[src/axi_iso_macros.svh]
// AXI isolation parameter macros
`ifndef AXI_ISO_MACROS_SVH
`define AXI_ISO_MACROS_SVH

// Limit on bursts accepted downstream whose last beat has not yet come back
// The tracker stops accepting requests once the owed count reaches this value
`define AXI_ISO_MAX_OUTSTANDING 8

// Width of the AXI transaction ID carried on both AR and R
`define AXI_ISO_ID_W 4

// Width of the read address
`define AXI_ISO_ADDR_W 32

// Width of one read data beat
`define AXI_ISO_DATA_W 32

// Width of the burst length field, in AXI encoding (beats minus one)
`define AXI_ISO_LEN_W 8

`endif

[src/axi_iso_axi_pkg.sv]
// AXI read channel types
`include "axi_iso_macros.svh"

package axi_iso_axi_pkg;

  // Field types for the read channels
  // Each one takes its width from the shared macros
  typedef logic [`AXI_ISO_ID_W-1:0]   axi_id_t;
  typedef logic [`AXI_ISO_ADDR_W-1:0] axi_addr_t;
  typedef logic [`AXI_ISO_DATA_W-1:0] axi_data_t;
  typedef logic [`AXI_ISO_LEN_W-1:0]  axi_len_t;

  // Read response code as defined by AXI
  // OKAY, EXOKAY, SLVERR and DECERR all fit in two bits
  typedef logic [1:0] axi_resp_t;

  // Read request payload as it travels on the AR path
  // The valid and ready handshake bits are kept outside the struct
  typedef struct packed {
    axi_id_t   id;
    axi_addr_t addr;
    axi_len_t  len;
  } ar_payload_t;

  // Read response payload as it travels on the R path
  // The last flag marks the final beat of a burst and drives the owed count
  typedef struct packed {
    axi_id_t   id;
    axi_data_t data;
    axi_resp_t resp;
    logic      last;
  } r_payload_t;

endpackage

[src/axi_iso_ctrl_pkg.sv]
// AXI isolation control types
`include "axi_iso_macros.svh"

package axi_iso_ctrl_pkg;

  // States of the isolation FSM
  // ISO_OPEN passes traffic, ISO_BLOCKED holds while the request is high
  // ISO_DRAIN waits for owed last beats after the request has dropped
  typedef enum logic [1:0] {
    ISO_OPEN,
    ISO_BLOCKED,
    ISO_DRAIN
  } iso_state_e;

  // Owed burst count, wide enough to hold zero through the limit itself
  typedef logic [$clog2(`AXI_ISO_MAX_OUTSTANDING + 1)-1:0] out_count_t;

endpackage

[src/axi_iso_skid.sv]
// Two-entry skid stage
`timescale 1ns/1ns

module axi_iso_skid #(
  parameter int WIDTH = 8
) (
  input  logic             clk,
  input  logic             rst,
  input  logic             in_valid,
  output logic             in_ready,
  input  logic [WIDTH-1:0] in_data,
  output logic             out_valid,
  input  logic             out_ready,
  output logic [WIDTH-1:0] out_data
);

  // Main entry drives the output
  // Spare entry catches the item that arrives while the main entry is stalled
  logic [WIDTH-1:0] main_q;
  logic             main_valid_q;
  logic [WIDTH-1:0] spare_q;
  logic             spare_valid_q;

  logic in_fire;
  logic main_load;
  logic spare_load;

  // The sender only sees a flop, so ready never depends on out_ready
  // in the same cycle
  assign in_ready = ~spare_valid_q;

  assign out_valid = main_valid_q;
  assign out_data  = main_q;

  assign in_fire = in_valid & in_ready;

  // Main entry can take a new item when it is empty or is leaving now
  assign main_load = ~main_valid_q | out_ready;

  // An item goes to the spare only when main is full and stays full
  assign spare_load = in_fire & main_valid_q & ~out_ready;

  always_ff @(posedge clk) begin
    if (rst) begin
      main_valid_q  <= 1'b0;
      spare_valid_q <= 1'b0;
    end else begin
      // A waiting spare item always has priority over new input to keep order
      if (main_load) begin
        main_valid_q <= spare_valid_q | in_fire;
      end
      if (spare_valid_q) begin
        // Spare empties as soon as main drains, since it moves into main
        spare_valid_q <= ~out_ready;
      end else begin
        spare_valid_q <= spare_load;
      end
    end
  end

  // Payload of both entries moves on the same load enables as the valids
  always_ff @(posedge clk) begin
    if (main_load) begin
      main_q <= spare_valid_q ? spare_q : in_data;
    end
    if (spare_load) begin
      spare_q <= in_data;
    end
  end

endmodule

[src/axi_iso_req_tracker.sv]
// AXI read isolation tracker
`timescale 1ns/1ns
`include "axi_iso_macros.svh"

module axi_iso_req_tracker (
  input  logic                        clk,
  input  logic                        rst,
  // AR channel from the upstream manager
  input  logic                        up_ar_valid,
  output logic                        up_ar_ready,
  input  axi_iso_axi_pkg::ar_payload_t up_ar,
  // AR channel towards the downstream subordinate
  output logic                        dn_ar_valid,
  input  logic                        dn_ar_ready,
  output axi_iso_axi_pkg::ar_payload_t dn_ar,
  // R channel from the downstream subordinate
  input  logic                        dn_r_valid,
  output logic                        dn_r_ready,
  input  axi_iso_axi_pkg::r_payload_t  dn_r,
  // R channel back to the upstream manager
  output logic                        up_r_valid,
  input  logic                        up_r_ready,
  output axi_iso_axi_pkg::r_payload_t  up_r,
  // Isolation handshake, both plain levels
  input  logic                        isolate_req,
  output logic                        isolate_done
);

  localparam axi_iso_ctrl_pkg::out_count_t MAX_COUNT =
    axi_iso_ctrl_pkg::out_count_t'(`AXI_ISO_MAX_OUTSTANDING);

  axi_iso_ctrl_pkg::out_count_t count_q;
  axi_iso_ctrl_pkg::iso_state_e state_q;
  axi_iso_ctrl_pkg::iso_state_e state_d;

  logic isolated;
  logic at_limit;
  logic count_zero;
  logic incr;
  logic decr;

  // Blocking starts in the same cycle as the request and lasts until the
  // FSM is back in the open state
  assign isolated = isolate_req | (state_q != axi_iso_ctrl_pkg::ISO_OPEN);

  assign at_limit   = (count_q == MAX_COUNT);
  assign count_zero = (count_q == '0);

  // Requests pass only when open and below the limit
  assign dn_ar_valid = up_ar_valid & ~isolated & ~at_limit;
  assign up_ar_ready = dn_ar_ready & ~isolated & ~at_limit;
  assign dn_ar       = up_ar;

  // While isolated, responses are swallowed here and never reach upstream
  assign up_r_valid = dn_r_valid & ~isolated;
  assign dn_r_ready = up_r_ready | isolated;
  assign up_r       = dn_r;

  // One burst becomes owed per request sent downstream
  assign incr = dn_ar_valid & dn_ar_ready;

  // Last beats settle a burst whether forwarded or discarded
  assign decr = dn_r_valid & dn_r_ready & dn_r.last;

  always_ff @(posedge clk) begin
    if (rst) begin
      count_q <= '0;
    end else if (incr & ~decr) begin
      count_q <= count_q + axi_iso_ctrl_pkg::out_count_t'(1);
    end else if (decr & ~incr) begin
      count_q <= count_q - axi_iso_ctrl_pkg::out_count_t'(1);
    end
  end

  // Isolation FSM
  always_comb begin
    state_d = state_q;
    unique case (state_q)
      axi_iso_ctrl_pkg::ISO_OPEN: begin
        if (isolate_req) begin
          state_d = axi_iso_ctrl_pkg::ISO_BLOCKED;
        end
      end
      axi_iso_ctrl_pkg::ISO_BLOCKED: begin
        // Once the request drops, leave directly if nothing is owed
        if (!isolate_req) begin
          state_d = count_zero ? axi_iso_ctrl_pkg::ISO_OPEN : axi_iso_ctrl_pkg::ISO_DRAIN;
        end
      end
      axi_iso_ctrl_pkg::ISO_DRAIN: begin
        if (isolate_req) begin
          state_d = axi_iso_ctrl_pkg::ISO_BLOCKED;
        end else if (count_zero) begin
          state_d = axi_iso_ctrl_pkg::ISO_OPEN;
        end
      end
      default: begin
        state_d = axi_iso_ctrl_pkg::ISO_OPEN;
      end
    endcase
  end

  always_ff @(posedge clk) begin
    if (rst) begin
      state_q <= axi_iso_ctrl_pkg::ISO_OPEN;
    end else begin
      state_q <= state_d;
    end
  end

  // Done comes straight from the state flops, so it is registered
  assign isolate_done = (state_q != axi_iso_ctrl_pkg::ISO_OPEN);

endmodule

[src/axi_iso_top.sv]
// AXI read isolation top level
`timescale 1ns/1ns

module axi_iso_top (
  input  logic                         clk,
  input  logic                         rst,
  // Upstream manager side
  input  logic                         up_ar_valid,
  output logic                         up_ar_ready,
  input  axi_iso_axi_pkg::ar_payload_t up_ar,
  output logic                         up_r_valid,
  input  logic                         up_r_ready,
  output axi_iso_axi_pkg::r_payload_t  up_r,
  // Downstream subordinate side
  output logic                         dn_ar_valid,
  input  logic                         dn_ar_ready,
  output axi_iso_axi_pkg::ar_payload_t dn_ar,
  input  logic                         dn_r_valid,
  output logic                         dn_r_ready,
  input  axi_iso_axi_pkg::r_payload_t  dn_r,
  // Isolation levels
  input  logic                         isolate_req,
  output logic                         isolate_done
);

  localparam int AR_W = $bits(axi_iso_axi_pkg::ar_payload_t);
  localparam int R_W  = $bits(axi_iso_axi_pkg::r_payload_t);

  // Hop between the tracker and the AR skid stage
  logic                         trk_ar_valid;
  logic                         trk_ar_ready;
  axi_iso_axi_pkg::ar_payload_t trk_ar;

  // Hop between the R skid stage and the tracker
  logic                         skid_r_valid;
  logic                         skid_r_ready;
  axi_iso_axi_pkg::r_payload_t  skid_r;

  // Tracker sits next to the upstream port on both paths
  axi_iso_req_tracker u_tracker (
    .clk          (clk),
    .rst          (rst),
    .up_ar_valid  (up_ar_valid),
    .up_ar_ready  (up_ar_ready),
    .up_ar        (up_ar),
    .dn_ar_valid  (trk_ar_valid),
    .dn_ar_ready  (trk_ar_ready),
    .dn_ar        (trk_ar),
    .dn_r_valid   (skid_r_valid),
    .dn_r_ready   (skid_r_ready),
    .dn_r         (skid_r),
    .up_r_valid   (up_r_valid),
    .up_r_ready   (up_r_ready),
    .up_r         (up_r),
    .isolate_req  (isolate_req),
    .isolate_done (isolate_done)
  );

  // Request register stage towards the subordinate
  axi_iso_skid #(
    .WIDTH (AR_W)
  ) u_ar_skid (
    .clk       (clk),
    .rst       (rst),
    .in_valid  (trk_ar_valid),
    .in_ready  (trk_ar_ready),
    .in_data   (trk_ar),
    .out_valid (dn_ar_valid),
    .out_ready (dn_ar_ready),
    .out_data  (dn_ar)
  );

  // Response register stage from the subordinate
  axi_iso_skid #(
    .WIDTH (R_W)
  ) u_r_skid (
    .clk       (clk),
    .rst       (rst),
    .in_valid  (dn_r_valid),
    .in_ready  (dn_r_ready),
    .in_data   (dn_r),
    .out_valid (skid_r_valid),
    .out_ready (skid_r_ready),
    .out_data  (skid_r)
  );

endmodule

[config.mk]
export PLATFORM = sky130hd
export DESIGN_NAME = axi_iso_top
export DESIGN_NICKNAME = d
export VERILOG_FILES = /design/src/axi_iso_axi_pkg.sv /design/src/axi_iso_ctrl_pkg.sv /design/src/axi_iso_skid.sv /design/src/axi_iso_req_tracker.sv /design/src/axi_iso_top.sv
export VERILOG_INCLUDE_DIRS = /design/src
export SDC_FILE = /design/constraint.sdc
export NUM_CORES = 1
export LEC_CHECK = 0
export BUFFER_PORTS_ARGS = -buffer_cell sky130_fd_sc_hd__buf_2
export CAP_MARGIN = 40
export CELL_PAD_IN_SITES_DETAIL_PLACEMENT = 0
export CELL_PAD_IN_SITES_GLOBAL_PLACEMENT = 2
export CORE_MARGIN = 8
export CORE_UTILIZATION = 37
export CTS_CLUSTER_SIZE = 10
export DETAILED_ROUTE_END_ITERATION = 16
export PLACE_DENSITY_LB_ADDON = 0.1
export RECOVER_POWER = 100
export SKIP_CTS_REPAIR_TIMING = 1
export SYNTH_ARGS = -nofsm -noshare
export SYNTH_HDL_FRONTEND = slang
export SYNTH_SLANG_ARGS = --single-unit
[constraint.sdc]
create_clock -name clk -period 7.03 [get_ports clk]
set_input_delay 1.0545 -clock clk [delete_from_list [all_inputs] [get_ports clk]]
set_output_delay 1.0545 -clock clk [all_outputs]
set_load 0.1 [all_outputs]
==> results of run 1 <==
Yosys cell counts:
cell type	n	area (um^2)
xnor2_1	2	17.5
nor3b_1	1	7.51
clkbuf_1	3	11.3
a211oi_2	2	25.0
dfxtp_1	10	200
xor2_1	1	8.76
inv_1	5	18.8
a2111oi_0	1	8.76
nor2_1	9	33.8
a211oi_1	2	15.0
buf_6	1	11.3
or2_1	1	6.26
nor3_1	5	25.0
mux2i_1	1	10.0
a21oi_1	3	15.0
nand3_1	2	10.0
nand2b_1	1	6.26
ha_1	3	37.5
mux2_2	84	946
buf_2	9	45.0
fa_1	1	20.0
a31oi_1	3	18.8
edfxtp_1	166	4980
and2_1	1	6.26
nand2_1	3	11.3
or3_4	1	11.3
report_power, final:
group | total, uW | switching, uW | internal [uW]
Clock | 834 | 383 | 451
Sequential | 1220 | 19.3 | 1200
Combinational | 390 | 327 | 62.8
Total | 2440 | 730 | 1710
metal layers:
layer / share of wire, % / GRT usage (%)
met4: 1.6 / 5.00
met2: 45 / 18.8
met3: 11 / 6.26
met1: 43 / 15.8
met5: 0.23 / 0
registers in the layout, summed over array words and instances (netlist names):
signal                   count
u_ar_skid.spare_q           44
u_tracker.count_q            4
u_ar_skid.spare_valid_q      1
u_r_skid.spare_valid_q       1
u_ar_skid.out_data          44
u_ar_skid.out_valid          1
u_r_skid.spare_q            39
u_tracker.state_q            2
u_r_skid.out_valid           1
u_r_skid.out_data           39
worst min path at each step:
stage | slack (ns) | to | from | cells past startpoint
floorplan | 0.45 | u_tracker.state_q[0] | u_tracker.state_q[1] | 1
global placement | 0.46 | u_tracker.state_q[0] | u_tracker.state_q[1] | 1
detailed placement | 0.47 | u_tracker.state_q[0] | u_tracker.state_q[0] | 1
CTS | 0.48 | u_tracker.state_q[0] | u_tracker.state_q[0] | 1
global route | 0.51 | u_tracker.state_q[0] | u_tracker.state_q[0] | 1
finish | 0.47 | u_tracker.state_q[0] | u_tracker.state_q[0] | 1
critical path, stage by stage, from the launching register on:
cell      delay, ns
dfxtp_2        0.31
clkbuf_1       1.91
inv_1          0.18
and2_1         0.25
clkbuf_1       0.50
stage by stage:
step	worst slack, ns	total power [uW]	instances
after detailed placement	3.77	1650	716
after global placement	3.82	1640	714
after CTS	3.98	2490	748
after global routing	2.05	2530	749
final	2.42	2440	749
after floorplan	1.07	1570	321
cell families (layout without fill, tap and decap cells):
kind of cell | Yosys count | after routing | share of synthesized area, %
compound gates | 11 | 11 | 1.27
other cells | 0 | 1 | 0
buf+inv | 18 | 220 | 1.33
flops | 176 | 176 | 79.6
simple gates | 24 | 24 | 1.81
mux | 85 | 85 | 14.7
fa+ha+maj | 4 | 4 | 0.884
xor+xnor | 3 | 3 | 0.404
layout make-up:
| cell class | count | area (um^2) | area share, % |
|---|---|---|---|
| Antenna cell | 1 | 2.50 | 0.0313 |
| Clock buffer | 19 | 433 | 5.42 |
| Sequential cell | 176 | 5190 | 64.9 |
| Clock inverter | 13 | 88.8 | 1.11 |
| Timing Repair Buffer | 183 | 738 | 9.24 |
| Tap cell | 225 | 282 | 3.52 |
| Inverter | 5 | 18.8 | 0.235 |
| Multi-Input combinational cell | 127 | 1240 | 15.5 |
layout by cell type (no fill, tap or decap), types with 4 or more instances in the layout:
| cell | instances |
|---|---|
| inv_1 | 5 |
| clkbuf_1 | 144 |
| mux2_2 | 84 |
| dfxtp_1 | 9 |
| buf_2 | 41 |
| nor3_1 | 4 |
| clkbuf_16 | 17 |
| nor2_1 | 9 |
| edfxtp_1 | 166 |
==> reports/results.tsv, run 1 <==
stage	metric	value	unit
synthesis	sequential-to-total area share from yosys stat	79.6	%
route	vias after detailed routing	3525	
route	DRC	0	
critical_path	FF-to-FF End	u_ar_skid.spare_q[12]	
sta	Hold Fails Final Rpt	0	
floorplan	row cnt	48	
finish	design area	7990	um^2
clock_network	TritonCTS clock tree	yes	
critical_path	kind of critical path	reg2out	
finish	fillers	1625	
critical_path	crit path launch	u_ar_skid.spare_valid_q	
sta	highest clock rate	217	MHz
synthesis	Cell Area, Synth	6510	um^2
finish	Nets	604	
clock_network	Clk Latency, worst-skew pair	0.42	ns
status	status	complete, but fails checks	
synthesis	Mapped Nets	415	
route	DR pass1 iterations	4	
route	Detailed Route Iter0 Violations	226	
critical_path	Arr. time, crit path	3.55	ns
global_route	largest net degree at the start of global routing	49	
placement	gpl congestion	0.715	
placement	Detail Placement HPWL	9690	um
synthesis	Syn Inst Count	321	
pwr	Lkg Pwr	0.00269	uW
sta	Final Critical Period	4.61	ns
critical_path	CP max FO	48	
sta	RSZ-0062 raised after global routing	no	
route	final wirelength	13800	um
sta	Final Cycle Share	65.5	%
pwr	Peak VDD IR	0.154	mV
global_route	number of global-route vias before repair	3862	
sta	Layout Skew	0.0116	ns
floorplan	die width	149	um
synthesis	FF+latch count, synth	176	
placement	# port buffers	177	
finish	share of layout cells above drive strength 1	30.0	%
global_route	initial antenna violation count	4	
clock_network	clk slew on worst S/H paths	0.06	ns
synthesis	Mean Syn Cell Area	20.3	um^2
route	Post-DRT Antenna Nets	0	
critical_path	Worst EP required	5.98	ns
clock_network	Num CTS Buffers	17	
critical_path	CP Capture Type	output pin	
pwr	PwrDens	306	nW/um^2
critical_path	critical path capture point	up_ar_ready	
critical_path	flop2flop setup slack	2.97	ns
sta	setup_tns	0	ns
hold_path	worst hold path class	reg2reg	
sta	Slew @ Worst Pin	2.71	ns
sta	Slew HR	-80.8	%
finish	fin util	46.3	%
sta	final hold slack	0.474	ns
route	wire per inst	18.5	um
clock_network	H-Tree Depth	4	
critical_path	worst r2r path cells	4	
clock_network	clock root buffer master	clkbuf_16	
critical_path	reg2reg start	u_ar_skid.out_valid	
sta	Pins Over Slew Limit	243	
clock_network	# clock sinks	176	
synthesis	Synth warnings	0	
floorplan	# IOs	178	
floorplan	Die Span Y	149	um
floorplan	starting density of the core	37.8	%
sta	Setup-failing EPs final	0	
clock_network	Max Root-Sink Buffers	2	
global_route	global-route wire length before repair	21500	um
global_route	GRT Total Usage	12.8	%
flow_run	number of max-cap violations	6	
route	Vias/cell	4.71	
synthesis	Synth cell types	26	
finish	area growth from synthesis to layout	22.7	%
global_route	remaining global-route overflow	0	
floorplan	Die ar.	22100	um^2
floorplan	core outline area	17200	um^2
critical_path	CP Launch Type	flop	
placement	placed cell areas	7700	um^2
status	violated checks	capacitance limit, slew limit	
Power figures use the tool's default switching activity.
==> inputs of run 2 (changes only) <==
clock period = 4.8 ns   (was 7.03 ns; I/O delays follow)
==> reports/results.tsv, run 2 (synthesis gave the netlist of run 1 again) <==
stage	metric	value	unit
clock_network	Max Root-Sink Buffers	2	
floorplan	Die Span Y	149	um
placement	# port buffers	177	
route	vias after detailed routing	3522	
critical_path	Worst EP required	4.80	ns
clock_network	clk slew on worst S/H paths	0.06	ns
finish	commonest non-fill, non-tap cell in the layout	edfxtp_1	
critical_path	worst r2r path cells	4	
placement	gpl congestion	0.695	
status	violated checks	capacitance limit, slew limit	
route	DRC	0	
pwr	Peak VDD IR	0.259	mV
sta	Layout Skew	0.00998	ns
pwr	Lkg Pwr	0.00277	uW
sta	RSZ-0062 raised after global routing	no	
hold_path	Hold Crit Endpoint	u_tracker.state_q[0]	
placement	Detail Placement HPWL	9570	um
clock_network	clock root buffer master	clkbuf_16	
pwr	Sw Share	28.4	%
clock_network	Num CTS Buffers	17	
sta	Hold Fails Final Rpt	0	
sta	Slew HR	-76.4	%
sta	Setup-failing EPs final	0	
pwr	internal power	2780	uW
global_route	global-route wire length before repair	21100	um
global_route	GRT Total Usage	12.6	%
sta	Worst Setup Slack, final	1.49	ns
route	final wirelength	13900	um
sta	highest clock rate	302	MHz
critical_path	Worst path max stage delay	1.64	ns
global_route	remaining global-route overflow	0	
critical_path	Arr. time, crit path	3.30	ns
sta	Final Cycle Share	68.9	%
hold_path	Worst Hold Depth	1	
finish	area growth from synthesis to layout	25.3	%
finish	fillers	1586	
clock_network	Clk Latency, worst-skew pair	0.42	ns
route	wire per inst	18.6	um
floorplan	Die ar.	22100	um^2
sta	Final Critical Period	3.31	ns
global_route	largest net degree at the start of global routing	48	
floorplan	core outline area	17200	um^2
finish	Nets	604	
critical_path	CP max FO	39	
pwr	PwrDens	476	nW/um^2
critical_path	crit-path leading delay family	buffers and inverters	
hold_path	hold path start	u_tracker.state_q[0]	
placement	dpl ws	1.90	ns
route	Vias/cell	4.70	
critical_path	reg2reg start	u_tracker.state_q[1]	
floorplan	# IOs	178	
critical_path	worst path buffer plus inverter count	1	
critical_path	kind of critical path	reg2reg	
critical_path	CP Capture Type	flop	
pwr	P_sw	1100	uW
finish	most frequent cells in the layout	166 x edfxtp_1, 140 x clkbuf_1, 84 x mux2_2	
clock_network	# clock sinks	176	
route	DR pass1 iterations	4	
critical_path	FF-to-FF End	u_r_skid.spare_q[29]	
clock_network	TritonCTS clock tree	yes	
clock_network	H-Tree Depth	4	
critical_path	CP Cell Sequence	or2_0 > or3_1 > nor3_1 > clkbuf_1	
critical_path	flop2flop setup slack	1.49	ns
floorplan	starting density of the core	37.8	%
critical_path	CP max-delay cell	clkbuf_1	
global_route	number of global-route vias before repair	3748	
floorplan	die width	149	um
hold_path	worst hold path class	reg2reg	
route	Post-DRT Antenna Nets	0	
global_route	initial antenna violation count	1	
sta	setup_tns	0	ns
route	Detailed Route Iter0 Violations	196	
status	status	complete, but fails checks	
finish	share of layout cells above drive strength 1	30.8	%
pwr	Gate power share	14.7	%
flow_run	number of max-cap violations	3	
floorplan	row cnt	48	
critical_path	CP Launch Type	flop	
pwr	Reg power frac	45.9	%
sta	Slew @ Worst Pin	2.65	ns
pwr	Clock power frac	39.4	%
sta	Pins Over Slew Limit	119	
==> run 2: cell types whose count changed in the layout (fill, tap and decap cells not counted), moves of 2 or more <==
| cell | change |
|---|---|
| bufinv_16 | +5 |
| clkbuf_1 | -4 |
| buf_4 | +2 |
| clkinv_1 | -2 |
| clkinv_2 | -2 |
| inv_8 | +2 |
==> run 2: how the worst max path moves through the flow <==
stage	start	endpoint	slack, ns	cells after the start
floorplan	isolate_req	u_r_skid.spare_q[0]	0.48	2
finish	u_tracker.state_q[1]	u_r_skid.spare_q[29]	1.49	4
CTS	u_tracker.state_q[1]	u_tracker.count_q[3]	2.07	11
global route	u_tracker.state_q[1]	u_r_skid.spare_q[29]	1.18	4
global placement	isolate_req	u_tracker.count_q[3]	1.90	10
detailed placement	isolate_req	u_tracker.count_q[3]	1.90	11
==> run 2: through the flow <==
stage | cells | utilization (%) | instance area [um^2] | hold WS, ns | total power (uW)
after floorplan | 321 | - | 6520 | 0.447 | 2290
after global placement | 714 | 44.5 | 7660 | 0.459 | 2410
after detailed placement | 716 | 44.7 | 7710 | 0.468 | 2410
after CTS | 748 | 48.6 | 8370 | 0.460 | 3940
after global routing | 749 | 47.3 | 8160 | 0.458 | 4010
final | 750 | 47.3 | 8160 | 0.480 | 3880
==> run 2: layout make-up <==
cell class	instances	area [um^2]	area share, %
clock buffers	18	429	5.26
multi-input cells	127	1240	15.2
flip-flops and latches	176	5180	63.5
repair buffers	183	768	9.42
diodes	2	5.00	0.0613
well taps	225	282	3.45
inverters	5	18.8	0.230
clock inverters	14	228	2.79
==> run 2: power by group through the flow <==
stage          Sequential [uW]  Clock (uW)  Combinational, uW
5_1_grt                   1790        1620                596
3_3_place_gp              1810           0                594
6_report                  1780        1530                572
2_1_floorplan             2180           0                108
4_1_cts                   1780        1560                602
3_5_place_dp              1810           0                601
==> run 2: routing by layer <==
| layer | wire length (um) | track usage [%] |
|---|---|---|
| met4 | 235 | 5.66 |
| met5 | 0 | 0 |
| met2 | 6240 | 18.2 |
| met1 | 6110 | 15.8 |
| met3 | 1350 | 5.86 |
==> run 2: worst register-to-register path: stages (launching register included) <==
cell and delay, ns:
dfxtp_1 0.33, or2_0 0.30, or3_1 0.40, nor3_1 0.19, clkbuf_1 1.64
==> inputs of run 3 (changes only) <==
CORE_UTILIZATION = 34   (was 37)
clock period = 2.8 ns   (was 4.8 ns; I/O delays follow)
==> reports/results.tsv, run 3 (synthesis gave the netlist of run 1 again) <==
stage	metric	value	unit
status	status	finished, final reports clean	
critical_path	CP Launch Type	flop	
global_route	number of global-route vias before repair	3782	
hold_path	Worst Hold Depth	2	
sta	Final Critical Period	2.58	ns
floorplan	die width	154	um
critical_path	flop2flop setup slack	0.22	ns
clock_network	# clock sinks	176	
placement	gpl congestion	0.703	
pwr	Sw Share	29.1	%
placement	# port buffers	177	
finish	fin util	43.5	%
floorplan	core outline area	18800	um^2
global_route	initial antenna violation count	2	
floorplan	# IOs	178	
pwr	Lkg Pwr	0.00278	uW
sta	Setup-failing EPs final	0	
sta	setup_tns	0	ns
critical_path	kind of critical path	reg2reg	
floorplan	row cnt	50	
pwr	internal power	4590	uW
floorplan	Die ar.	23800	um^2
clock_network	H-Tree Depth	4	
critical_path	FF-to-FF End	u_tracker.count_q[3]	
placement	placed insts	726	
finish	share of layout cells above drive strength 1	34.4	%
critical_path	Arr. time, crit path	2.90	ns
sta	Slew HR	17.6	%
finish	Nets	605	
global_route	remaining global-route overflow	0	
pwr	Clock power frac	37.5	%
pwr	P_sw	1890	uW
route	Detailed Route Iter0 Violations	185	
pwr	Peak VDD IR	0.402	mV
finish	most frequent cells in the layout	166 x edfxtp_1, 126 x clkbuf_1, 84 x mux2_2	
pwr	Gate power share	15.4	%
clock_network	clk slew on worst S/H paths	0.07	ns
global_route	global-route wire length before repair	21800	um
clock_network	clock root buffer master	clkbuf_16	
sta	Slew @ Worst Pin	1.24	ns
sta	Hold Fails Final Rpt	0	
route	Post-DRT Antenna Nets	0	
sta	Pins Over Slew Limit	0	
critical_path	CP Capture Type	flop	
pwr	Reg power frac	47.1	%
sta	RSZ-0062 raised after global routing	no	
sta	Final Cycle Share	92.2	%
sta	Layout Skew	0.0125	ns
critical_path	reg2reg start	u_tracker.state_q[1]	
critical_path	CP max FO	5	
hold_path	Hold Crit Endpoint	u_ar_skid.spare_valid_q	
floorplan	starting density of the core	34.7	%
route	DRC	0	
floorplan	Die Span Y	154	um
clock_network	Clk Latency, worst-skew pair	0.42	ns
sta	highest clock rate	387	MHz
critical_path	worst r2r path cells	10	
clock_network	TritonCTS clock tree	yes	
clock_network	Max Root-Sink Buffers	2	
global_route	GRT Total Usage	12.0	%
pwr	Pwr Total	6470	uW
sta	final hold slack	0.172	ns
placement	Detail Placement HPWL	9510	um
hold_path	hold path start	dn_ar_ready	
critical_path	Worst EP required	3.11	ns
route	vias after detailed routing	3510	
finish	area growth from synthesis to layout	25.2	%
route	wire per inst	18.3	um
hold_path	worst hold path class	in2reg	
global_route	largest net degree at the start of global routing	48	
route	final wirelength	13900	um
route	Vias/cell	4.62	
route	DR pass1 iterations	4	
clock_network	Num CTS Buffers	17	
finish	fin cells	759	
pwr	PwrDens	794	nW/um^2
finish	commonest non-fill, non-tap cell in the layout	edfxtp_1	
flow_run	number of max-cap violations	0	
[run 3: cell types whose count changed in the layout (fill, tap and decap cells not counted), sizes merged]
cell	delta
buf	+7
clkbuf	-6
bufinv	-2
clkinv	+1
diode	-1
inv	+1
[run 3: layout make-up]
| cell class | count | area, um^2 |
|---|---|---|
| antenna | 1 | 2.50 |
| fill | 1753 | 10600 |
| multi-input combinational | 127 | 1280 |
| inverter | 5 | 18.8 |
| clock inverter | 14 | 176 |
| sequential | 176 | 5180 |
| clock buffer | 18 | 429 |
| tap | 234 | 293 |
| timing repair buffer | 184 | 769 |
[run 3: through the flow]
step	instance area [um^2]	worst slack, ns
2_1_floorplan	6550	0.135
3_3_place_gp	7730	0.146
3_5_place_dp	7730	0.0863
4_1_cts	8330	0.0706
5_1_grt	8150	0.0317
6_report	8160	0.217
[run 3: worst max-delay path by stage]
stage / start / to / cells after the start
final: u_tracker.state_q[1] / u_tracker.count_q[3] / 10
after CTS: u_tracker.state_q[1] / u_tracker.count_q[3] / 11
after floorplan: u_ar_skid.out_valid / u_ar_skid.spare_q[0] / 2
after global placement: u_tracker.state_q[1] / u_tracker.count_q[3] / 11
after global routing: u_tracker.state_q[1] / u_tracker.count_q[3] / 10
after detailed placement: u_tracker.state_q[1] / u_tracker.count_q[3] / 11
[run 3: routing by layer]
layer	track usage, %	vias to the layer above	wire length (um)
li1	-	1637	-
met1	14.8	1716	6150
met2	17.4	134	6070
met3	6.21	19	1480
met4	4.62	4	196
met5	0	-	23
[run 3: power by group through the flow]
stage | sequential, uW | combinational [uW] | clock [uW]
after floorplan | 3740 | 189 | 0
after global placement | 3100 | 1020 | 0
final | 3050 | 996 | 2430
after CTS | 3050 | 1030 | 2500
after detailed placement | 3100 | 1030 | 0
after global routing | 3060 | 1040 | 2590
[run 3: worst max-delay path: stages, from the launching register on]
cell and delay [ns]:
dfxtp_1 0.33, or2_1 0.30, or3_1 0.42, nand3_1 0.13
ha_1 0.16, inv_1 0.12, ha_4 0.28, a21oi_2 0.14
a211oi_1 0.08, a31oi_1 0.17, mux2_2 0.34
